--- config.mk ---
export PLATFORM = sky130hd
export DESIGN_NAME = peakFinder
export DESIGN_NICKNAME = d
export VERILOG_FILES = /design/src/common/histPkg.sv /design/src/histogram/peakFinder.sv
export SDC_FILE = /design/constraint.sdc
export NUM_CORES = 1
export LEC_CHECK = 0
export BUFFER_PORTS_ARGS = -buffer_cell sky130_fd_sc_hd__buf_2
export CAP_MARGIN = 20
export CORE_ASPECT_RATIO = 0.8
export CORE_MARGIN = 10
export CORE_UTILIZATION = 50
export CTS_CLUSTER_DIAMETER = 200
export DETAILED_ROUTE_END_ITERATION = 7
export PLACE_DENSITY = 0.77
export SLEW_MARGIN = 20
export SYNTH_ARGS = -nofsm -noshare
export SYNTH_HDL_FRONTEND = slang
export SYNTH_SLANG_ARGS = --single-unit
--- constraint.sdc ---
create_clock -name clk -period 2.73 [get_ports clk]
set_input_delay 0 -clock clk [delete_from_list [all_inputs] [get_ports clk]]
set_output_delay 0 -clock clk [all_outputs]
set_load 0.005 [all_outputs]
--- src/common/histPkg.sv ---
package histPkg;

    // default sizes, overridden from the top level
    localparam int PIXEL_WIDTH_DEF = 8;   // also the bin address width
    localparam int COUNT_WIDTH_DEF = 16;
    localparam int FRAME_WIDTH = 16;      // frame length register

    // register map of the host interface
    localparam logic [1:0] REG_FRAME_LEN = 2'd0;
    localparam logic [1:0] REG_COMMAND = 2'd1;

    // histogram control FSM
    typedef enum logic [2:0] {
        IDLE,       // waiting for start
        CLEAR,      // zeroing every bin
        WAIT_REQ,   // waiting for a pixel
        READ,       // old count on rdData
        WRITE,      // incremented count to RAM
        WAIT_DROP,  // ack high until req falls
        SCAN        // read port lent to the peak finder
    } accState;

endpackage

--- src/histogram/peakFinder.sv ---
`timescale 1ns/1ns

module peakFinder import histPkg::*; #(
    parameter int pixelWidth = PIXEL_WIDTH_DEF,
    parameter int countWidth = COUNT_WIDTH_DEF
) (
    input  logic                  clk,
    input  logic                  res,
    input  logic                  scanStart,
    output logic                  scanActive,
    output logic [pixelWidth-1:0] scanAddr,
    input  logic [countWidth-1:0] rdData,
    output logic                  scanDone,
    output logic [pixelWidth-1:0] peakBin,
    output logic [countWidth-1:0] peakCount
);

    logic cmpValid;               // rdData belongs to cmpBin
    logic [pixelWidth-1:0] cmpBin;

    always_ff @(posedge clk or negedge res) begin
        if (!res) begin
            scanActive <= 1'b0;
            scanAddr <= '0;
            cmpValid <= 1'b0;
            scanDone <= 1'b0;
            peakBin <= '0;
            peakCount <= '0;
        end else begin
            cmpValid <= scanActive;
            scanDone <= cmpValid && !scanActive; // last bin compared now
            if (scanStart) begin
                scanActive <= 1'b1;
                scanAddr <= '0;
                peakBin <= '0;
                peakCount <= '0;
            end else begin
                if (scanActive) begin
                    if (&scanAddr) begin
                        scanActive <= 1'b0;
                    end else begin
                        scanAddr <= scanAddr + 1'b1;
                    end
                end
                // strictly greater, so a tie keeps the lower bin
                if (cmpValid && rdData > peakCount) begin
                    peakBin <= cmpBin;
                    peakCount <= rdData;
                end
            end
        end
    end

    always_ff @(posedge clk) begin
        cmpBin <= scanAddr; // follows the RAM read latency
    end

endmodule

# Word-level counts from Yosys, hierarchy flattened
# Index checks and enable logic that the tools add are counted.
dict set report classes {
  n_addsub 1
  n_reduce_logical 7
  mux 10
  order_cmp 1
  eq_ne 1
}
# cell n
set ops {}
lappend ops {{8-bit 2-to-1 mux} 5}
lappend ops {{16-bit 2-to-1 mux} 2}
lappend ops {{16-bit > comparator} 1}
lappend ops {{8-bit by 1-bit adder with 8-bit output (second input constant)} 1}
lappend ops {{8-bit AND reduction} 1}
lappend ops {{2-bit nonzero test} 2}
lappend ops {{1-bit 2-to-1 mux} 3}
lappend ops {{1-bit logical AND} 2}
lappend ops {{2-bit inequality test (second input constant)} 1}
lappend ops {{2-bit AND reduction} 1}
lappend ops {{1-bit logical NOT} 1}
dict set report totals {
  regBits 43
  in_bits 19
  output_inout_bits 34
  elab_cells 27
}

# Longest topological paths before layout
dict set report logic_depth {
  ltp_word 4
  ltp_mapped 8
  ltp_nobuf 7
}

# Worst setup path after synthesis
# OpenSTA, ideal clock, no wires.
dict set report synth_path {
  path_type {register to register}
  start {register peakCount[15]}
  end {register peakBin[0]}
  path_stages_with_launch 9
  period_less_slack_ns 2.285
  required_time_ns 2.651
  slack_ns 0.445
  setup_ns 0.079
  arrival_time_ns 2.206
  n_path_buf 1
  cell_sequence {dfrtp_1 > inv_1 > ha_1 > nand4_1 > or4_1 > a21o_1 > a31oi_4 > buf_6 > mux2i_1}
}
dict set report synth_via {
  elab_chain_len 3
}
# item line
set synth_rtl {}
lappend synth_rtl {{start, declared} peakFinder.sv:15} ;# output logic [countWidth-1:0] peakCount
lappend synth_rtl {{start signal, assigned} peakFinder.sv:48} ;# peakCount <= rdData;
lappend synth_rtl {{16-bit > comparator} peakFinder.sv:46} ;# if (cmpValid && rdData > peakCount) begin
lappend synth_rtl {{1-bit logical AND} peakFinder.sv:46}
lappend synth_rtl {{2-bit nonzero test (no line)} n/a}
lappend synth_rtl {{end signal, assigned} peakFinder.sv:47} ;# peakBin <= cmpBin;
lappend synth_rtl {{end, declared} peakFinder.sv:14} ;# output logic [pixelWidth-1:0] peakBin,
# Every way passes these cells.
# A chain may end at the register's enable or synchronous reset.

# Final worst setup path
dict set report layout_path {
  start {register peakCount[15]}
  end {register peakCount[7]}
}
dict set report layout_via {
  elab_chain_len 3
}
# item line
set layout_rtl {}
lappend layout_rtl {{16-bit > comparator} peakFinder.sv:46}
lappend layout_rtl {{1-bit logical AND} peakFinder.sv:46}
lappend layout_rtl {{2-bit nonzero test (no line)} n/a}
# Every way passes these cells.

==> results.json <==
{
  "areaGrowthSynthToFinish_pct": 27.0,
  "rsz0062_at_grt": "false",
  "htree_levels": 2,
  "synth_top_area_cell": "dfrtp_1",
  "dp.cells": 317,
  "power.leakage_nw": 1.40,
  "worstSetupPathType": "flip-flop to flip-flop",
  "drv_cap": 0,
  "r2r_start": "peakCount[15]",
  "core-area_um2": 4260,
  "holdPathStages": 2,
  "ir_worst_vdd_uv": 355,
  "wl_um": 4800,
  "synthesis.nets": 250,
  "wl_per_cell_um": 14.0,
  "start_util": 0.525,
  "synth_flop_cell": "dfrtp_1",
  "antenna_found_initial": 0,
  "hold_viol": 0,
  "gp_congestion": 0.747,
  "clock_skew_ns": 0.00674,
  "grt_util_all_layers": 0.135,
  "dp_hpwl_um": 3480,
  "root_buffer": "clkbuf_8",
  "rows": 21,
  "hp-class": "primary input to flip-flop",
  "path_clk_slew_ns": 0.08,
  "fin_nets": 320,
  "ioPinCount": 53,
  "holdWs_ns": 0.266,
  "clockBufferDepth": 2,
  "syn_avg_cell_area_um2": 10.4,
  "firstDrtPassIters": 4,
  "drtIter0Drc": 43,
  "synth-warning-count": 0,
  "drcViolationCount": 0,
  "syn_inst": 214,
  "critPathMaxFanout": 13,
  "whs_endpoint": "scanAddr[0]",
  "dieHeight_um": 79.8,
  "ys_seq_elements": 43,
  "total_power_w": 0.00160,
  "maxSlewViolCount": 0,
  "fill_cells": 354,
  "finalSetupTns_ns": 0,
  "stdcell_count": 342,
  "fin_ws_ns": 0.334,
  "clkSinkCount": 43,
  "die-area_um2": 7560,
  "reg2regPathDepth": 8,
  "run_status": "complete, no violations",
  "period_minus_slack_ns": 2.40,
  "end_kind": "flip-flop",
  "grt_max_degree": 58,
  "synth.area.top_cells": "dfrtp_1, nand2b_1, mux2i_1",
  "cts_setup_buffers": 0,
  "required_ns": 2.95,
  "rrSetupSlack_ns": 0.33,
  "ff_latch_area_um2": 1040,
  "netlist_area_um2": 2230,
  "post-place-ws_ns": 0.347,
  "worst_pin_slew_ns": 0.774,
  "power_density_nw_per_um2": 563,
  "max_freq_mhz": 417,
  "fp.dieW_um": 94.7,
  "ys_types": 26,
  "multi_input_area_um2": 1090,
  "startpoint_type": "flip-flop",
  "vias_per_cell": 4.87,
  "yosysMostFrequentCell": "nand2b_1",
  "synth_edf_count": 0,
  "ys_seq_area_frac": 0.464,
  "finalSetupViolCount": 0,
  "clk-insertion-delay-late_ns": 0.30,
  "synth_top_cells_by_count": "nand2b_1, dfrtp_1, mux2i_1",
  "vias": 1666,
  "hp-start": "scanStart",
  "grt_pass1_wl_um": 8180,
  "drtAntennaViolNets": 0,
  "cts_tree": "built",
  "drive_above_1_share": 0.218,
  "worstPathArrival_ns": 2.62,
  "reg2reg_to": "peakCount[7]",
  "diodes": 0,
  "slew_headroom": 0.484,
  "synthDominantCellAreaShare": 0.392,
  "port_buffers": 52,
  "grt_overflow": 0,
  "cts_buffers": 5,
  "grt_pass1_vias": 1728,
  "fin_crit_sh": 0.878,
  "async_flop_share": 0.814
}
## layout make-up
class | instances | share of cell area
well taps | 57 | 0.0251
clock inverters | 2 | 0.0212
repair buffers | 71 | 0.157
multi-input cells | 147 | 0.385
flip-flops and latches | 43 | 0.365
clock buffers | 6 | 0.0256
inverters | 16 | 0.0212
## metrics by stage
| stage | util | instance area (µm²) |
|---|---|---|
| floorplan | - | 2230 |
| global route | 0.667 | 2840 |
| detailed placement | 0.596 | 2540 |
| finish | 0.667 | 2840 |
| CTS | 0.667 | 2840 |
| global placement | 0.596 | 2540 |
## layer usage
layer,up-vias,track usage,share of wire
met1,770,0.168,0.47
li1,851,-,-
met5,-,0,0
met3,11,0.0432,0.056
met4,0,0.0552,0.021
met2,34,0.211,0.45
## timing repair
| action | CTS | global route |
|---|---|---|
| hold buffers | 17 | 0 |
| resized for setup | 0 | 0 |
| endpoints found under the hold margin | 51 | 0 |
## flip-flops by register name, summed over array words and instances, names as in the netlist
register	flops
scanActive	1
cmpBin	8
cmpValid	1
peakBin	8
scanAddr	8
peakCount	16
scanDone	1
## where the power goes
part           internal (W)  switching (W)
Clock              0.000366       0.000217
Sequential         0.000673      0.0000313
Combinational      0.000156       0.000154
## critical path, cell delays in order (launching register included)
cell     delay (ns)
dfrtp_1        0.38
inv_1          0.05
ha_1           0.28
nand4_1        0.16
or4_1          0.57
a21o_1         0.20
a31oi_4        0.18
buf_4          0.27
mux2i_1        0.22
## worst max-delay path by stage
stage | cells past startpoint | start | to
after floorplan | 8 | peakCount[15] | peakBin[0]
after global placement | 8 | peakCount[15] | peakCount[0]
after detailed placement | 8 | peakCount[15] | peakCount[7]
after CTS | 8 | peakCount[15] | peakCount[5]
after global routing | 8 | peakCount[14] | peakCount[15]
final | 8 | peakCount[15] | peakCount[7]
## cell usage in the layout, fill, tap and decap left out, drive strengths merged, types with 2 or more instances in the layout
master | Yosys | routed
dfrtp | 35 | 35
nand4 | 5 | 5
nor2 | 7 | 7
ha | 17 | 17
xnor2 | 4 | 4
a21o | 3 | 3
dlygate4sd3 | 0 | 17
mux2i | 24 | 24
o21ai | 4 | 4
nand2b | 49 | 49
buf | 2 | 54
nor2b | 2 | 2
nand2 | 9 | 9
nor3 | 5 | 5
a21oi | 7 | 7
nand3 | 3 | 3
clkbuf | 6 | 6
dfxtp | 8 | 8
bufinv | 0 | 2
xor2 | 2 | 2
inv | 16 | 16
## logic make-up (layout without fill, tap and decap cells)
| family | Yosys count | count (layout) | share of synthesized area |
|---|---|---|---|
| buffers and inverters | 24 | 95 | 0.0470 |
| AND/OR/NAND/NOR | 82 | 82 | 0.208 |
| adder cells (fa/ha/maj) | 17 | 17 | 0.0952 |
| flip-flops | 43 | 43 | 0.464 |
| AO/OA/AOI/OAI | 18 | 18 | 0.0554 |
| multiplexers | 24 | 24 | 0.108 |
| XOR/XNOR | 6 | 6 | 0.0235 |
(Power assumes the default switching activity.)
