===== src/common/histPkg.sv =====
package histPkg;

    // default sizes, overridden from the top level
    localparam int PIXEL_WIDTH_DEF = 8;   // also the bin address width
    localparam int COUNT_WIDTH_DEF = 16;
    localparam int FRAME_WIDTH = 16;      // frame length register

    // register map of the host interface
    localparam logic [1:0] REG_FRAME_LEN = 2'd0;
    localparam logic [1:0] REG_COMMAND = 2'd1;

    // histogram control FSM
    typedef enum logic [2:0] {
        IDLE,       // waiting for start
        CLEAR,      // zeroing every bin
        WAIT_REQ,   // waiting for a pixel
        READ,       // old count on rdData
        WRITE,      // incremented count to RAM
        WAIT_DROP,  // ack high until req falls
        SCAN        // read port lent to the peak finder
    } accState;

endpackage


===== src/histogram/histAccumulator.sv =====
`timescale 1ns/1ns

module histAccumulator import histPkg::*; #(
    parameter int pixelWidth = PIXEL_WIDTH_DEF,
    parameter int countWidth = COUNT_WIDTH_DEF
) (
    input  logic                   clk,
    input  logic                   res,
    input  logic                   start,
    input  logic [FRAME_WIDTH-1:0] frameLength,
    input  logic                   pixReq,
    input  logic [pixelWidth-1:0]  pixData,
    output logic                   pixAck,
    output logic                   frameDone,
    input  logic                   scanActive,
    input  logic [pixelWidth-1:0]  scanAddr,
    output logic                   wrEn,
    output logic [pixelWidth-1:0]  wrAddr,
    output logic [countWidth-1:0]  wrData,
    output logic [pixelWidth-1:0]  rdAddr,
    input  logic [countWidth-1:0]  rdData
);

    accState state;
    logic [pixelWidth-1:0] clrAddr;
    logic [pixelWidth-1:0] pixLatch;
    logic [countWidth-1:0] newCount;
    logic [FRAME_WIDTH-1:0] pixCount;  // pixels accepted this frame
    logic scanSeen;                    // peak finder has started

    always_ff @(posedge clk or negedge res) begin
        if (!res) begin
            state <= IDLE;
            clrAddr <= '0;
            pixCount <= '0;
            pixAck <= 1'b0;
            frameDone <= 1'b0;
            scanSeen <= 1'b0;
        end else begin
            frameDone <= 1'b0;
            case (state)
                IDLE: begin
                    if (start) begin
                        state <= CLEAR;
                        clrAddr <= '0;
                        pixCount <= '0;
                    end
                end
                CLEAR: begin
                    clrAddr <= clrAddr + 1'b1;
                    if (&clrAddr) begin // last bin written this cycle
                        if (frameLength == '0) begin
                            frameDone <= 1'b1;
                            state <= SCAN;
                        end else begin
                            state <= WAIT_REQ;
                        end
                    end
                end
                WAIT_REQ: if (pixReq) state <= READ;
                READ: state <= WRITE;
                WRITE: begin
                    pixAck <= 1'b1; // count lands in RAM on this edge
                    pixCount <= pixCount + 1'b1;
                    state <= WAIT_DROP;
                end
                WAIT_DROP: begin
                    if (!pixReq) begin
                        pixAck <= 1'b0;
                        if (pixCount == frameLength) begin
                            frameDone <= 1'b1;
                            state <= SCAN;
                        end else begin
                            state <= WAIT_REQ;
                        end
                    end
                end
                SCAN: begin
                    // stay until the scan has run and finished
                    if (scanSeen && !scanActive) begin
                        scanSeen <= 1'b0;
                        state <= IDLE;
                    end else if (scanActive) begin
                        scanSeen <= 1'b1;
                    end
                end
                default: state <= IDLE;
            endcase
        end
    end

    always_ff @(posedge clk) begin
        if (state == WAIT_REQ && pixReq) begin
            pixLatch <= pixData;
        end
        if (state == READ) begin
            newCount <= (&rdData) ? rdData : rdData + 1'b1; // saturate at all ones
        end
    end

    always_comb begin
        wrEn = 1'b0;
        wrAddr = pixLatch;
        wrData = newCount;
        if (state == CLEAR) begin
            wrEn = 1'b1;
            wrAddr = clrAddr;
            wrData = '0;
        end else if (state == WRITE) begin
            wrEn = 1'b1;
        end
    end

    // pixData goes straight to the RAM so the read starts on the capture edge
    assign rdAddr = (state == SCAN) ? scanAddr : pixData;

endmodule


===== config.mk =====
export PLATFORM = sky130hd
export DESIGN_NAME = histAccumulator
export DESIGN_NICKNAME = d
export VERILOG_FILES = /design/src/common/histPkg.sv /design/src/histogram/histAccumulator.sv
export SDC_FILE = /design/constraint.sdc
export NUM_CORES = 1
export LEC_CHECK = 0
export BUFFER_PORTS_ARGS = -buffer_cell sky130_fd_sc_hd__buf_2
export CORE_MARGIN = 2
export CORE_UTILIZATION = 52
export DETAILED_ROUTE_END_ITERATION = 6
export PLACE_DENSITY = 0.8
export SLEW_MARGIN = 10
export SYNTH_ARGS = -nofsm -noshare
export SYNTH_HDL_FRONTEND = slang
export SYNTH_SLANG_ARGS = --single-unit

===== constraint.sdc =====
create_clock -name clk -period 2.5 [get_ports clk]
set_clock_uncertainty 0.15 [all_clocks]
set_input_delay 0.5 -clock clk [delete_from_list [all_inputs] [get_ports clk]]
set_output_delay 0.5 -clock clk [all_outputs]
set_load 0.01 [all_outputs]

* After elaboration in Yosys (flattened, before gate mapping)
Index checks and enable logic that the tools add are counted.
Widths: inputs -> output; s select.
** Cells by class
- Add/subtract/negate cells :: 3
- $mul :: 0
- Div/mod/pow operators :: 0
- $lt $le $gt $ge :: 0
- Eq/ne operators :: 12
- Shifts and indexed selects :: 0
- Multiplexer cells :: 27
- Bitwise operators :: 0
- Reduce and logical (&&, ||, !) cells :: 16
** Operators by type and width (number)
- $mux 16 :: 3
- $add 16x1->16 const B :: 2
- $pmux 16 s2 :: 1
- $mux 8 :: 3
- $mux 3 :: 7
- $pmux 3 s7 :: 1
- $eq 16x16->1 :: 1
- $logic_not 16->1 :: 1
- $pmux 8 s2 :: 1
- $reduce_and 16->1 :: 1
- $ne 2x2->1 const B :: 5
- $eq 3x3->1 const B :: 3
- $mux 1 :: 9
- $add 8x1->8 const B :: 1
- $reduce_and 2->1 :: 4
- $reduce_and 8->1 :: 1
- $reduce_bool 2->1 :: 4
- $eq 3x2->1 const B :: 2
- $reduce_and 5->1 :: 1
- $pmux 1 s2 :: 2
- $eq 3x1->1 const B :: 1
- $logic_not 3->1 :: 1
- $logic_and 1x1->1 :: 2
- $logic_not 1->1 :: 1
** Storage, ports and cells
- Flip-flop bits (word level) :: 54
- Latch bits :: 0
- Memory bits (writable) :: 0
- ROM bits :: 0
- Input port bits :: 53
- Output and inout port bits :: 35
- Logic and storage cells :: 66
- Memories kept :: 0

* Depth between registers and ports, before layout
- Depth after elaboration :: 4
- Mapped depth :: 7
- Gate-level depth less buffers :: 6

* Least setup slack after synthesis
OpenSTA, ideal clock, no wires.
- Path type :: register to output
- Start :: register state[1]
- End :: output wrAddr[6]
- Arrival time :: 1.392 ns
- Required time :: 1.850 ns
- Slack :: 0.458 ns
- Cell stages (with the launch flop) :: 7
- Path buffers :: 3
- Path through :: dfrtp_1 > buf_2 > nor3b_1 > buf_2 > buf_2 > nand2_1 > nand2_1
** On the way
- Cells in the longest elaborated chain, start to end :: 2
** Ends and longest elaborated chain
- start, declared :: line histAccumulator.sv:24 : accState state;
- start signal, assigned :: line histAccumulator.sv:33 : state <= IDLE;
- start signal, assigned :: line histAccumulator.sv:44 : state <= CLEAR;
- start signal, assigned :: line histAccumulator.sv:54 : state <= SCAN;
- $eq 3x1->1 :: line histAccumulator.sv:105 : if (state == CLEAR) begin
- $mux 8 :: line histAccumulator.sv:105
- end, declared :: line histAccumulator.sv:18 : output logic [pixelWidth-1:0] wrAddr,
Every way passes these cells.

* Final worst setup path
- Start :: register state[1]
- End :: output rdAddr[7]
** On the way
- Cells in the longest elaborated chain, start to end :: 2
** Ends and longest elaborated chain
- $eq 3x3->1 :: line histAccumulator.sv:115 : assign rdAddr = (state == SCAN) ? scanAddr : pixData;
- $mux 8 :: line histAccumulator.sv:115
- end, declared :: line histAccumulator.sv:20 : output logic [pixelWidth-1:0] rdAddr,
Every way passes these cells.

==> flow_summary.json <==
{
  "ys_types": 44,
  "swShare": 0.3846,
  "drt_wl_total_um": 7335,
  "ys_top_cells_by_count": "nand2_1 (53), dfrtp_1 (30), edfxtp_1 (24)",
  "max_freq_mhz": 420.8,
  "period_share": 0.9505,
  "postSynthAreaPerCell_um2": 9.731,
  "min_path_type": "in2async",
  "viasPerCell": 5.685,
  "ant_nets": 0,
  "gp_congestion": 0.8361,
  "synth_warnings": 0,
  "rsz0062_at_grt": "false",
  "crit_type": "reg2out",
  "dr.pass1.iters": 5,
  "num_vias": 2763,
  "max_slew.worst_pin.slew_ns": 0.7039,
  "end_kind": "output port",
  "synth_edf_count": 24,
  "worst_slack_ns": 0.1238,
  "worst_path_max_delay_cell": "dfrtp_2",
  "synth_cells": 323,
  "clk_latency_ns": 0.30,
  "first_iter_violations": 203,
  "layout_min_cycle_time_ns": 2.376,
  "gr-usage-met1": 0.2838,
  "tritoncts": "yes",
  "clkTransAtPathRegs_ns": 0.09,
  "cts_setup_buffers": 0,
  "grtUsageTotal": 0.2255,
  "root_buffer": "clkbuf_8",
  "row_count": 28,
  "cap_viol_max_count": 0,
  "die_height_um": 81.75,
  "yosysSeqAreaShare": 0.4682,
  "p_switching_mw": 1.118,
  "pwr-share-comb": 0.404,
  "ir_drop_v": 0.0003688,
  "timing.critical_path.arrival_ns": 1.73,
  "rr_worst_depth": 5,
  "slew_violations": 0,
  "io_pins": 88,
  "dieArea_mm2": 0.006682,
  "grt_pass1_vias": 2521,
  "grt_overflow": 0,
  "path_cells": "nor2b_1, nand2_2, mux2_2, buf_2",
  "grt_pass1_wl_um": 11560,
  "antenna_found_initial": 0,
  "numCtsBuffers": 5,
  "synth_flop_cell": "dfrtp_1",
  "start_kind": "flop",
  "p_int_mw": 1.789,
  "fin_setup_tns_ns": 0,
  "port_buffers": 87,
  "core_area_mm2": 0.005886,
  "grt_max_degree": 31,
  "syn_nets": 379,
  "critPathRequiredTime_ns": 1.85,
  "ff2ff_setup_slack_ns": 0.30,
  "status": "finished clean",
  "power_density_mw_per_mm2": 775.4,
  "grt_util_met3": 0.06264,
  "htreeDepth": 2,
  "yosysMostFrequentCell": "nand2_1",
  "diodes": 0,
  "nets": 466,
  "synth.largest_area_cell": "dfrtp_1",
  "wl_per_cell_um": 15.09,
  "crit-reg2reg-launch": "state[2]$_DFFE_PN0P_",
  "crit_path_max_fanout": 12,
  "hold_viol_final": 0,
  "cts_sinks": 54,
  "pwr-share-seq": 0.432,
  "chipWidth_um": 81.75,
  "power_frac_clock": 0.164,
  "drive_above_1_share": 0.2920,
  "postSynth.asyncResetShare": 0.5556,
  "p_leak_nw": 1.703,
  "placed_cell_area_mm2": 0.003660,
  "reg2reg_to": "pixCount[13]$_DFFE_PN0P_",
  "hpwlAfterDp_um": 5497,
  "ctsLongestPathBuffers": 2,
  "ys_top_cells_by_area": "dfrtp_1 (24%), edfxtp_1 (23%), nand2_1 (6.3%), xor2_1 (6.1%), nor2b_1 (4.0%)",
  "cts_hold_buffers": 0,
  "maxSlewHeadroom": 0.5307,
  "fill_cells": 515,
  "grtUsageMet2": 0.3813,
  "critPathMaxStageDelay_ns": 0.48,
  "drc_errors": 0,
  "start_util": 0.5340,
  "synth_top_cell_area_share": 0.2389,
  "ys_ff_latch": 54,
  "synthesis.area_mm2": 0.003143,
  "grt.busiest_layer": "met2",
  "syn_to_final_growth_pct": 19.31,
  "fin_area_mm2": 0.003750,
  "pre_cts_slack_ns": 0.2371,
  "setup-violations-final": 0
}
area by class of cell:
type                       instances  area [µm²]  area share
multi-input combinational        252        1604      0.4278
sequential                        54        1474      0.3931
timing repair buffer              93       480.5      0.1281
tap                               75       93.84     0.02503
clock buffer                       6       72.57     0.01935
inverter                           4       15.01    0.004004
clock inverter                     2       10.01    0.002669
worst max-delay path by stage:
stage | depth (start not counted) | end | start | slack, ns
finish | 4 | rdAddr[7] | state[1]$_DFFE_PN0P_ | 0.12
global route | 4 | rdAddr[2] | state[1]$_DFFE_PN0P_ | 0.01
CTS | 5 | wrAddr[4] | state[0]$_DFFE_PN0P_ | 0.04
detailed placement | 5 | newCount[1]$_DFFE_PN_ | rdData[0] | 0.24
global placement | 5 | newCount[1]$_DFFE_PN_ | rdData[0] | 0.31
floorplan | 6 | wrAddr[6] | state[1]$_DFFE_PN0P_ | 0.46
registers in the layout, summed over array words and instances, names as in the netlist:
register and flops:
frameDone 1, scanSeen 1, pixLatch 8, pixAck 1, pixCount 16, newCount 16
state 3, clrAddr 8
power groups by stage:
stage                     Combinational [mW]  Sequential, mW  Clock [mW]
after global placement                  1.13            1.26           0
after detailed placement                1.16            1.27           0
after CTS                               1.18            1.25       0.489
after global routing                    1.32            1.28       0.525
after floorplan                        0.777            1.21           0
final                                   1.18            1.26       0.476
through the flow:
stage          hold slack [ns]    util  power (mW)  instances
2_1_floorplan          0.05441       -       1.983        323
3_3_place_gp            0.3304  0.6218       2.382        478
3_5_place_dp            0.3601  0.6218       2.430        478
4_1_cts                 0.1007  0.6365       2.917        486
5_1_grt                 0.1185  0.6371       3.125        486
6_report               0.08397  0.6371       2.907        486
metal layers:
layer	routed length (µm)	up-vias
met5	0	-
met4	98	0
met2	3695	87
li1	-	1345
met1	3060	1324
met3	480	7
layout by cell type (no fill, tap or decap), types with 13 or more instances in the layout:
cell type,count
buf_2,87
o21ai_0,22
edfxtp_1,24
nand2_1,52
xor2_1,22
nor2_1,13
dfrtp_1,28
nor2b_1,20
nand4_1,15
nand3_1,15
worst max-delay path: cells and delay by family, from the launching register on:
kind | cells | cell delay [ns]
buffers and inverters | 1 | 0.14
DFF | 1 | 0.48
muxes | 1 | 0.33
and+or+nand+nor | 2 | 0.47
kinds of logic (layout without fill, tap and decap cells):
logic type / Yosys count / in the layout / synth area share
AND/OR/NAND/NOR: 152 / 152 / 0.2588
flip-flops: 54 / 54 / 0.4682
AO/OA/AOI/OAI: 52 / 52 / 0.09993
XOR/XNOR: 28 / 28 / 0.07802
multiplexers: 17 / 17 / 0.05852
buffers and inverters: 17 / 105 / 0.02468
adder cells (fa/ha/maj): 3 / 3 / 0.01194
repair_timing:
action                                  in CTS  in global routing
gates resized for setup                      2                  2
endpoints found under the setup margin       8                  9
cloned                                       0                  0
Note: power is estimated with default switching activity, not from simulation.
