[src/common/histPkg.sv]
package histPkg;

    // default sizes, overridden from the top level
    localparam int PIXEL_WIDTH_DEF = 8;   // also the bin address width
    localparam int COUNT_WIDTH_DEF = 16;
    localparam int FRAME_WIDTH = 16;      // frame length register

    // register map of the host interface
    localparam logic [1:0] REG_FRAME_LEN = 2'd0;
    localparam logic [1:0] REG_COMMAND = 2'd1;

    // histogram control FSM
    typedef enum logic [2:0] {
        IDLE,       // waiting for start
        CLEAR,      // zeroing every bin
        WAIT_REQ,   // waiting for a pixel
        READ,       // old count on rdData
        WRITE,      // incremented count to RAM
        WAIT_DROP,  // ack high until req falls
        SCAN        // read port lent to the peak finder
    } accState;

endpackage

[src/verilog/histConfig.sv]
`timescale 1ns/1ns

module histConfig import histPkg::*; (
    input  logic                   clk,
    input  logic                   res,
    input  logic                   cfgWrite,
    input  logic [1:0]             cfgAddr,
    input  logic [FRAME_WIDTH-1:0] cfgData,
    output logic [FRAME_WIDTH-1:0] frameLength,
    output logic                   start,
    input  logic                   frameDone,
    output logic                   scanStart,
    input  logic                   scanDone,
    output logic                   busy,
    output logic                   done
);

    logic locked;    // a frame is starting or running
    logic cmdWrite;
    logic lenWrite;

    assign locked = busy || start;
    assign cmdWrite = cfgWrite && cfgAddr == REG_COMMAND && cfgData == FRAME_WIDTH'(1);
    assign lenWrite = cfgWrite && cfgAddr == REG_FRAME_LEN;

    always_ff @(posedge clk or negedge res) begin
        if (!res) begin
            frameLength <= '0;
            start <= 1'b0;
            scanStart <= 1'b0;
            busy <= 1'b0;
            done <= 1'b0;
        end else begin
            start <= cmdWrite && !locked;
            scanStart <= frameDone; // scan follows the frame by one cycle
            if (lenWrite && !locked) begin
                frameLength <= cfgData;
            end
            if (start) begin
                busy <= 1'b1;
                done <= 1'b0;
            end else if (scanDone) begin
                busy <= 1'b0;
                done <= 1'b1;
            end
        end
    end

endmodule

[config.mk]
export PLATFORM = sky130hd
export DESIGN_NAME = histConfig
export DESIGN_NICKNAME = d
export VERILOG_FILES = /design/src/common/histPkg.sv /design/src/verilog/histConfig.sv
export SDC_FILE = /design/constraint.sdc
export NUM_CORES = 1
export LEC_CHECK = 0
export BUFFER_PORTS_ARGS = -buffer_cell sky130_fd_sc_hd__buf_2
export CORE_MARGIN = 3
export CORE_UTILIZATION = 48
export CTS_BUF_LIST = sky130_fd_sc_hd__clkbuf_2 sky130_fd_sc_hd__clkbuf_4 sky130_fd_sc_hd__clkbuf_8
export CTS_CLUSTER_DIAMETER = 200
export DETAILED_ROUTE_END_ITERATION = 7
export HOLD_SLACK_MARGIN = 0.02
export PLACE_DENSITY = 0.85
export SKIP_CTS_REPAIR_TIMING = 1
export SYNTH_ARGS = -nofsm -noshare
export SYNTH_HDL_FRONTEND = slang
export SYNTH_SLANG_ARGS = --single-unit
[constraint.sdc]
create_clock -name clk -period 4.89 [get_ports clk]
set_input_delay 0.7335 -clock clk [delete_from_list [all_inputs] [get_ports clk]]
set_output_delay 0.7335 -clock clk [all_outputs]
set_load 0.01 [all_outputs]
# After elaboration in Yosys (flattened, before gate mapping)
# Index checks and enable logic that the tools add are counted.
[word_totals]
ff_bits = 20
input_bits = 23
output_inout_bits = 20
wordCells = 20
[op_classes]
eq_ne = 2
muxes = 4
n_reduce_logical = 9
[op_table]
columns = ["cell", "count"]
rows = [
  ["$eq 16x1->1 const B", 1],
  ["$logic_and 1x1->1", 5],
  ["$mux 1", 4],
  ["$eq 2x1->1 const B", 1],
  ["$logic_not 2->1", 1],
  ["$reduce_bool 2->1", 1],
  ["$logic_not 1->1", 1],
  ["$logic_or 1x1->1", 1],
]

# Longest topological paths before layout
# Gate-level depths: netlist of the first run.
[logic_depth]
ltp_word = 4
ltp_mapped = 4
ltp_nobuf = 3

# Worst setup path before layout of the first run
# No wires, ideal clock.
[synth_timing]
kind = "input port to flip-flop"
startpoint = "input cfgAddr[1]"
endpoint = "register frameLength[0]"
setup_time_ps = 125
arrival_ps = 1854
t_required_ps = 4765
setup_slack_ps = 2912
stages = 4
path_cell_list = "or4b_4 nor2_8 buf_12 mux2_2"
[synth_via]
elab_chain_len = 3
[synth_lines]
columns = ["item", "line", "text"]
rows = [
  ["start, declared", "histConfig.sv:7", "input logic [1:0] cfgAddr,"],
  ["$logic_not 2->1", "histConfig.sv:24", "assign lenWrite = cfgWrite && cfgAddr == REG_FRAME_LEN;"],
  ["$logic_and 1x1->1", "histConfig.sv:24", ""],
  ["$logic_and 1x1->1", "histConfig.sv:36", "if (lenWrite && !locked) begin"],
  ["end signal, assigned", "histConfig.sv:37", "frameLength <= cfgData;"],
  ["end, declared", "histConfig.sv:9", "output logic [FRAME_WIDTH-1:0] frameLength,"],
]
# Every way passes these cells.
# A chain may end at the register's enable or synchronous reset.

# Worst setup path in the final report of the first run
[layout_timing]
startpoint = "input cfgAddr[1]"
endpoint = "register frameLength[3]"
# The elaborated chain is that of the path after synthesis.

==> flow_summary.json, run 1 <==
{
  "status": "finished, final reports clean",
  "fin_crit_sh_pct": 36.9,
  "maxSlewHeadroom_pct": 71.7,
  "synth.area.top_cells": "dfrtp_1 (63%), mux2_2 (23%), buf_12 (2.5%)",
  "cp_cell_sequence": "buf_2, or4b_4, nor2_8, mux2_2",
  "grt.total_usage_pct": 14.2,
  "skew_ns": 0.00214,
  "port_buffers": 42,
  "clk_latency_ns": 0.29,
  "via_per_inst": 5.23,
  "p_int_w": 0.000264,
  "drc": 0,
  "avgSynthCellArea_um2": 16.0,
  "clockBufferDepth": 2,
  "gp_congestion": 0.679,
  "wl_um": 1470,
  "antenna_cells": 0,
  "drive_gt1_share_pct": 68.1,
  "cts-root-buf": "clkbuf_4",
  "antenna_found_initial": 0,
  "yosysSeqAreaShare_pct": 62.6,
  "fmax_mhz": 554,
  "pin_count": 43,
  "cp-end-kind": "flop",
  "r2r-start": "busy",
  "power_density_nw_per_um2": 346,
  "cp_data_arrival_time_ns": 1.98,
  "cp_max_fo": 16,
  "die-area_um2": 2190,
  "pwr-share-comb_pct": 23.2,
  "netlist.top_cell.by_area": "dfrtp_1",
  "synth_cells": 50,
  "overflow": 0,
  "fp-row-count": 14,
  "grt_pass1_wl_um": 2150,
  "grt_max_degree": 21,
  "yosys.area_share.xor_xnor_pct": 0,
  "firstDrtPassIters": 4,
  "reg2reg_depth": 3,
  "fin_util_pct": 67.0,
  "core-area_um2": 1540,
  "synth_compound_area_share_pct": 1.10,
  "wl_per_cell_um": 13.4,
  "htreeDepth": 1,
  "syn2layout_area_growth_pct": 29.1,
  "synthAdderAreaFrac_pct": 0,
  "period_needed_ns": 1.81,
  "num_vias": 575,
  "path_class": "input pin to flop",
  "yosysWarnings": 0,
  "slowest_stage": "or4b_4",
  "synth-seq-cells": 20,
  "dp_slack_ns": 2.77,
  "pwr-share-clk_pct": 20.1,
  "hold_path.class": "input pin to async pin",
  "regToRegEndpoint": "frameLength[3]",
  "synth_top_area_share_pct": 62.6,
  "ys.flop_type": "dfrtp_1",
  "hold_violations": 0,
  "rrSetupSlack_ns": 3.16,
  "setup_viol": 0,
  "tns_ns": 0,
  "yosys.area_share.simple_pct": 10.8,
  "rsz0062_at_grt": "false",
  "synth_top_family_by_area": "multiplexers",
  "initial_core_util_pct": 51.9,
  "p_leak_nw": 0.522,
  "die_y_um": 46.8,
  "synthesis.nets": 73,
  "p_sw_share_pct": 26.2,
  "yosysMostFrequentCell": "dfrtp_1",
  "cts_tree": "done",
  "dp_hpwl_um": 1190,
  "drt_iter0_drc": 3,
  "cpPeakStageDelay_ns": 0.52,
  "grt_pass1_vias": 536,
  "stdcell_count": 110,
  "cp.required_ns": 5.07,
  "cp-start-kind": "input pin",
  "final.setup.worst_slack_ns": 3.08,
  "synthMuxAreaShare_pct": 22.5,
  "peakVddDrop_mv": 0.224,
  "sequentialPowerShare_pct": 56.7,
  "drv_slew": 0,
  "layout.nets": 119,
  "cts_sinks": 20,
  "power_switching_w": 0.0000935,
  "place_inst": 107,
  "path_clk_slew_ns": 0.09,
  "syn_area_um2": 800,
  "synthTopCellsByCount": "dfrtp_1 (20), mux2_2 (16), nor2_1 (4)",
  "synth_edf_count": 0,
  "ys_types": 12,
  "synthArstFlopShare_pct": 100,
  "drtAntennaViolNets": 0,
  "holdWs_ns": 0.368,
  "die_w_um": 46.8,
  "cap_violations": 0,
  "tightest_slew_ns": 0.424,
  "cts_buffers": 3
}
==> worst max-delay path by stage <==
stage	to	slack (ns)	start	cells after the start
5_1_grt	frameLength[8]	3.06	cfgAddr[1]	4
4_1_cts	frameLength[3]	3.09	cfgAddr[1]	4
3_5_place_dp	frameLength[3]	2.77	cfgAddr[1]	4
3_3_place_gp	frameLength[1]	2.80	cfgAddr[1]	4
2_1_floorplan	frameLength[0]	2.91	cfgAddr[1]	4
6_report	frameLength[3]	3.08	cfgAddr[1]	4
==> cells in the final DEF (no fill, tap or decap), drive strengths merged, types with 2 or more instances in the layout <==
master  instances
clkbuf          3
mux2           16
dfrtp          20
nor4b           2
buf            42
nor2            5
==> layer usage <==
metal / vias up / wire, um / track usage (%)
met5: - / 0 / 0
met3: 0 / 167 / 2.30
met4: 0 / 0 / 6.63
met2: 34 / 667 / 23.0
li1: 268 / - / -
met1: 273 / 637 / 18.7
==> cell families (layout without fill, tap and decap cells) <==
kind of cell | after synthesis | count (layout)
flops | 20 | 20
compound gates | 1 | 1
buf+inv | 2 | 46
simple gates | 11 | 11
mux | 16 | 16
==> area by class of cell <==
type	instances	area (um2)
tap	16	20.0
multi-input combinational	28	275
inverter	1	3.75
fill	123	509
sequential	20	500
clock buffer	3	22.5
timing repair buffer	42	210
==> power by group through the flow <==
| stage | Clock, W | Combinational [W] | Sequential (W) |
|---|---|---|---|
| floorplan | 0 | 0.0000288 | 0.000218 |
| global placement | 0 | 0.0000818 | 0.000205 |
| detailed placement | 0 | 0.0000845 | 0.000206 |
| CTS | 0.0000763 | 0.0000845 | 0.000203 |
| global route | 0.0000815 | 0.0000900 | 0.000206 |
| finish | 0.0000719 | 0.0000828 | 0.000202 |
==> stage by stage <==
stage               total power (W)  cell area (um2)
global route               0.000377             1030
CTS                        0.000364             1030
floorplan                  0.000247              800
global placement           0.000287             1010
finish                     0.000357             1030
detailed placement         0.000291             1010
==> worst max-delay path: cells and delay by family <==
| family | cells | cell delay [ns] |
|---|---|---|
| and+or+nand+nor | 2 | 0.77 |
| muxes | 1 | 0.38 |
| buffers and inverters | 1 | 0.10 |
==> registers in the layout (all words and copies together), names as in the netlist <==
signal,cells
start,1
frameLength,16
scanStart,1
busy,1
done,1
(Power assumes the default switching activity.)
==> inputs of run 2 (changes only) <==
--- a/config.mk
+++ b/config.mk
@@ -7,12 +7,12 @@
 export LEC_CHECK = 0
 export BUFFER_PORTS_ARGS = -buffer_cell sky130_fd_sc_hd__buf_2
 export CORE_MARGIN = 3
-export CORE_UTILIZATION = 48
+export CORE_UTILIZATION = 41
 export CTS_BUF_LIST = sky130_fd_sc_hd__clkbuf_2 sky130_fd_sc_hd__clkbuf_4 sky130_fd_sc_hd__clkbuf_8
 export CTS_CLUSTER_DIAMETER = 200
 export DETAILED_ROUTE_END_ITERATION = 7
 export HOLD_SLACK_MARGIN = 0.02
-export PLACE_DENSITY = 0.85
+export PLACE_DENSITY = 0.77
 export SKIP_CTS_REPAIR_TIMING = 1
 export SYNTH_ARGS = -nofsm -noshare
 export SYNTH_HDL_FRONTEND = slang
==> constraint.sdc (replaced) <==
create_clock -name clk -period 1.5 [get_ports clk]
set_input_delay 0.225 -clock clk [delete_from_list [all_inputs] [get_ports clk]]
set_output_delay 0.225 -clock clk [all_outputs]
set_load 0.01 [all_outputs]
==> run 2 against run 1 <==
Net effect:
- the run now ends with negative setup slack left
- sequential power rose to 3.3 times the previous value
- global-route usage is 0.72 points lower
- die area is 15% higher
- worst setup slack got worse by 3.3 ns
- sequential share of layout area fell by 3.3 points
- cell count is 14% higher
- wire length is 13% higher
- via count grew 3.0%
- hold slack lost 0.20 ns
- critical path depth down 1
- largest power group unchanged
==> flow_summary.json, run 2 (synthesized netlist as in run 1, its figures left out) <==
{
  "cts_buffers": 3,
  "pwr-share-comb_pct": 22.8,
  "fin_crit_sh_pct": 112,
  "worstHoldEndpoint": "frameLength[12]",
  "regToRegEndpoint": "frameLength[8]",
  "sequentialPowerShare_pct": 52.8,
  "path_class": "flop to flop",
  "layout.nets": 124,
  "grt_pass1_wl_um": 2590,
  "maxSlewHeadroom_pct": 71.0,
  "initial_core_util_pct": 44.8,
  "syn2layout_area_growth_pct": 38.5,
  "grt_pass1_vias": 604,
  "fmax_mhz": 596,
  "power_density_nw_per_um2": 1130,
  "tightest_slew_ns": 0.436,
  "rsz0062_at_grt": "true",
  "cp-end-kind": "flop",
  "p_sw_share_pct": 26.1,
  "drtAntennaViolNets": 0,
  "cts_tree": "done",
  "violations": "negative setup slack",
  "pin_count": 43,
  "die_y_um": 50.2,
  "cp.required_ns": 1.69,
  "gp_congestion": 0.664,
  "reg2reg_depth": 3,
  "cp_cell_sequence": "or4b_4, nor2_4, mux2_2",
  "die_w_um": 50.2,
  "cp_data_arrival_time_ns": 1.87,
  "p_int_w": 0.000921,
  "via_per_inst": 4.74,
  "pwr-share-clk_pct": 24.4,
  "cpPeakStageDelay_ns": 0.58,
  "final_cell_mix": "buf_2 (42), dfrtp_1 (20), mux2_2 (15)",
  "dp_hpwl_um": 1230,
  "drive_gt1_share_pct": 68.0,
  "clockBufferDepth": 2,
  "status": "finished with violations",
  "fp-row-count": 15,
  "top_register": "frameLength",
  "antenna_cells": 0,
  "fin_util_pct": 62.1,
  "htreeDepth": 1,
  "hold_depth": 2,
  "drt_iter0_drc": 6,
  "slowest_stage": "or4b_4",
  "firstDrtPassIters": 3,
  "drv_slew": 0,
  "final.setup.worst_slack_ns": -0.179,
  "hold_path.class": "input pin to flop",
  "hp-start": "cfgData[12]",
  "power_switching_w": 0.000326,
  "cts_sinks": 20,
  "clk_latency_ns": 0.29,
  "wl_um": 1670,
  "rrSetupSlack_ns": -0.18,
  "path_clk_slew_ns": 0.11,
  "mostFrequentLayoutCell": "buf_2",
  "skew_ns": 0.00570,
  "largest_reg_flops": 16,
  "overflow": 0,
  "r2r-start": "start",
  "cts-root-buf": "clkbuf_4",
  "hold_violations": 0,
  "cp-start-kind": "flop",
  "wl_per_cell_um": 13.3,
  "cp_max_fo": 8,
  "port_buffers": 42,
  "drc": 0,
  "peakVddDrop_mv": 0.680,
  "grt.total_usage_pct": 13.5,
  "period_needed_ns": 1.68,
  "core-area_um2": 1780,
  "p_leak_nw": 0.554,
  "antenna_found_initial": 0,
  "num_vias": 592,
  "die-area_um2": 2520,
  "setup_viol": 17,
  "holdWs_ns": 0.168,
  "grt_max_degree": 21,
  "cap_violations": 0
}
==> run 2: area by class of cell <==
| cell class | instances | area [um2] |
|---|---|---|
| flip-flops and latches | 20 | 500 |
| clock buffers | 4 | 36.3 |
| inverters | 1 | 3.75 |
| multi-input cells | 29 | 290 |
| fillers | 151 | 676 |
| repair buffers | 46 | 245 |
| well taps | 25 | 31.3 |
==> run 2: worst max path at each step <==
| stage | start | end | depth (start not counted) |
|---|---|---|---|
| final | start | frameLength[8] | 3 |
| after global routing | start | frameLength[2] | 3 |
| after CTS | busy | frameLength[5] | 3 |
| after detailed placement | busy | frameLength[8] | 3 |
| after global placement | busy | frameLength[14] | 3 |
| after floorplan | busy | frameLength[0] | 4 |
==> run 2: per-layer routing <==
metal	track usage, %	part of all wire (%)	up-vias
met3	3.56	8.2	2
met1	18.7	45	279
met4	6.91	0.72	0
met2	19.3	46	30
met5	0	0	-
li1	-	-	281
==> run 2: worst max-delay path, delay by kind of cell, from the launching register on <==
family,cells,cell delay [ns]
DFF,1,0.40
muxes,1,0.36
and+or+nand+nor,2,0.81
==> run 2: per-stage QoR <==
| step | instance area [um2] | power, W | worst slack [ns] | std cells | setup TNS (ns) |
|---|---|---|---|---|---|
| CTS | 1070 | 0.00125 | -0.218 | 122 | -3.41 |
| finish | 1110 | 0.00125 | -0.179 | 125 | -2.71 |
| detailed placement | 1040 | 0.000947 | -0.203 | 118 | -3.26 |
| global placement | 1040 | 0.000938 | -0.185 | 118 | -2.90 |
| global route | 1110 | 0.00132 | -0.219 | 125 | -3.43 |
| floorplan | 800 | 0.000806 | -0.219 | 50 | -2.86 |
==> run 2: power by group through the flow <==
stage          sequential [W]  combinational (W)  clock [W]
4_1_cts              0.000660           0.000278   0.000316
2_1_floorplan        0.000712          0.0000939          0
3_3_place_gp         0.000669           0.000269          0
5_1_grt              0.000670           0.000309   0.000345
6_report             0.000659           0.000284   0.000305
3_5_place_dp         0.000670           0.000276          0
==> inputs of run 3 (changes only) <==
--- a/config.mk
+++ b/config.mk
@@ -7,12 +7,12 @@
 export LEC_CHECK = 0
 export BUFFER_PORTS_ARGS = -buffer_cell sky130_fd_sc_hd__buf_2
 export CORE_MARGIN = 3
-export CORE_UTILIZATION = 41
+export CORE_UTILIZATION = 45
 export CTS_BUF_LIST = sky130_fd_sc_hd__clkbuf_2 sky130_fd_sc_hd__clkbuf_4 sky130_fd_sc_hd__clkbuf_8
 export CTS_CLUSTER_DIAMETER = 200
 export DETAILED_ROUTE_END_ITERATION = 7
 export HOLD_SLACK_MARGIN = 0.02
-export PLACE_DENSITY = 0.77
+export PLACE_DENSITY = 0.8
 export SKIP_CTS_REPAIR_TIMING = 1
 export SYNTH_ARGS = -nofsm -noshare
 export SYNTH_HDL_FRONTEND = slang
==> constraint.sdc (replaced) <==
create_clock -name clk -period 1.6 [get_ports clk]
set_input_delay 0.24 -clock clk [delete_from_list [all_inputs] [get_ports clk]]
set_output_delay 0.24 -clock clk [all_outputs]
set_load 0.01 [all_outputs]
==> run 3 against run 2 <==
Net effect:
- the flow still finishes with violations (negative setup slack)
- critical path depth unchanged
- combinational power down 2%
- clock skew down 0.0040 ns
- worst setup slack better by 0.058 ns
- largest cell class unchanged
- highest routed layer is now met3
==> flow_summary.json, run 3 (synthesized netlist as in run 1, its figures left out) <==
{
  "status": "finished with violations",
  "violations": "negative setup slack",
  "firstDrtPassIters": 3,
  "drive_gt1_share_pct": 69.0,
  "clockBufferDepth": 2,
  "drt_iter0_drc": 7,
  "num_vias": 594,
  "grt_pass1_wl_um": 2550,
  "pwr-share-comb_pct": 23.3,
  "cap_violations": 0,
  "cp_max_fo": 8,
  "path_clk_slew_ns": 0.11,
  "layout.nets": 124,
  "power_w": 0.00119,
  "sequentialPowerShare_pct": 52.3,
  "final_cell_mix": "buf_2 (42), dfrtp_1 (20), mux2_2 (11)",
  "fin_crit_sh_pct": 108,
  "cp_cell_sequence": "or4b_4, nor2_4, mux2_2",
  "clk_latency_ns": 0.29,
  "top_register": "frameLength",
  "grt_pass1_vias": 602,
  "power_switching_w": 0.000315,
  "pin_count": 43,
  "fmax_mhz": 581,
  "rrSetupSlack_ns": -0.12,
  "tns_ns": -1.35,
  "grt.total_usage_pct": 16.3,
  "cts_tree": "done",
  "maxSlewHeadroom_pct": 70.9,
  "tightest_slew_ns": 0.437,
  "p_leak_nw": 0.568,
  "die_w_um": 48.2,
  "cpPeakStageDelay_ns": 0.59,
  "fp-row-count": 14,
  "die_y_um": 48.2,
  "final.setup.worst_slack_ns": -0.121,
  "gp_congestion": 0.694,
  "port_buffers": 42,
  "p_sw_share_pct": 26.5,
  "dpl-instance-area_um2": 1030,
  "antenna_found_initial": 0,
  "drtAntennaViolNets": 0,
  "largest_reg_flops": 16,
  "fin_area_um2": 1120,
  "drc": 0,
  "htreeDepth": 1,
  "power_density_nw_per_um2": 1060,
  "wl_per_cell_um": 14.1,
  "overflow": 0,
  "setup_viol": 16,
  "hold_violations": 0,
  "cts-root-buf": "clkbuf_4",
  "place_inst": 117,
  "cp-start-kind": "flop",
  "cp.required_ns": 1.79,
  "dp_hpwl_um": 1250,
  "grt_max_degree": 21,
  "initial_core_util_pct": 50.2,
  "drv_slew": 0,
  "cts_buffers": 3,
  "rsz0062_at_grt": "true",
  "fin_util_pct": 70.2,
  "die-area_um2": 2320,
  "peakVddDrop_mv": 0.674,
  "p_int_w": 0.000873,
  "core-area_um2": 1590,
  "cts_sinks": 20,
  "cp_data_arrival_time_ns": 1.91,
  "syn2layout_area_growth_pct": 39.9,
  "mostFrequentLayoutCell": "buf_2",
  "antenna_cells": 0,
  "stdcell_count": 124,
  "pwr-share-clk_pct": 24.4,
  "period_needed_ns": 1.72,
  "via_per_inst": 4.79,
  "cp-end-kind": "flop",
  "slowest_stage": "or4b_4",
  "path_class": "flop to flop",
  "hold_path.class": "input pin to flop",
  "wl_um": 1750,
  "skew_ns": 0.00170
}
## run 3: cell types whose count changed in the layout (fill, tap and decap cells not counted), sizes merged
cell	before	now
dlygate4sd3	2	1
buf	44	45
## run 3: final cells by class
| cell class | count | area [um2] |
|---|---|---|
| tap | 24 | 30.0 |
| sequential | 20 | 500 |
| fill | 120 | 475 |
| multi-input combinational | 29 | 305 |
| timing repair buffer | 46 | 243 |
| inverter | 1 | 3.75 |
| clock buffer | 4 | 36.3 |
## run 3: per-stage QoR
step / hold slack [ns] / setup slack, ns
final: 0.0422 / -0.121
after floorplan: -0.0556 / -0.119
after global routing: 0.0213 / -0.175
after global placement: 0.205 / -0.0789
after detailed placement: 0.205 / -0.119
after CTS: -0.124 / -0.137
## run 3: power groups by stage
| stage | Clock, W | Combinational (W) | Sequential [W] |
|---|---|---|---|
| floorplan | 0 | 0.0000881 | 0.000668 |
| global placement | 0 | 0.000252 | 0.000627 |
| detailed placement | 0 | 0.000259 | 0.000629 |
| CTS | 0.000295 | 0.000259 | 0.000620 |
| global route | 0.000321 | 0.000302 | 0.000634 |
| finish | 0.000290 | 0.000277 | 0.000621 |
## run 3: worst paths after layout
kind	start	to	cells after the start
min in group asynchronous	res	frameLength[2]	2
max in group asynchronous	res	done	2
worst min register to register	done	done	2
worst max-delay path	start	frameLength[3]	3
worst min-delay path	frameDone	scanStart	1
worst max register to register	start	frameLength[3]	3
## run 3: worst max-delay path: cells and delay by family (launching register included)
family        cells  cell delay [ns]
flops             1             0.40
mux               1             0.38
simple gates      2             0.84
## run 3: metal layers
| layer | routed length, um | global-route usage (%) | share of wire, % | vias to the layer above |
|---|---|---|---|---|
| met5 | 0 | 0 | 0 | - |
| met4 | 0 | 6.45 | 0 | 0 |
| met3 | 154 | 4.80 | 8.8 | 0 |
| met2 | 876 | 27.3 | 50 | 29 |
| met1 | 716 | 19.5 | 41 | 282 |
| li1 | - | - | - | 283 |
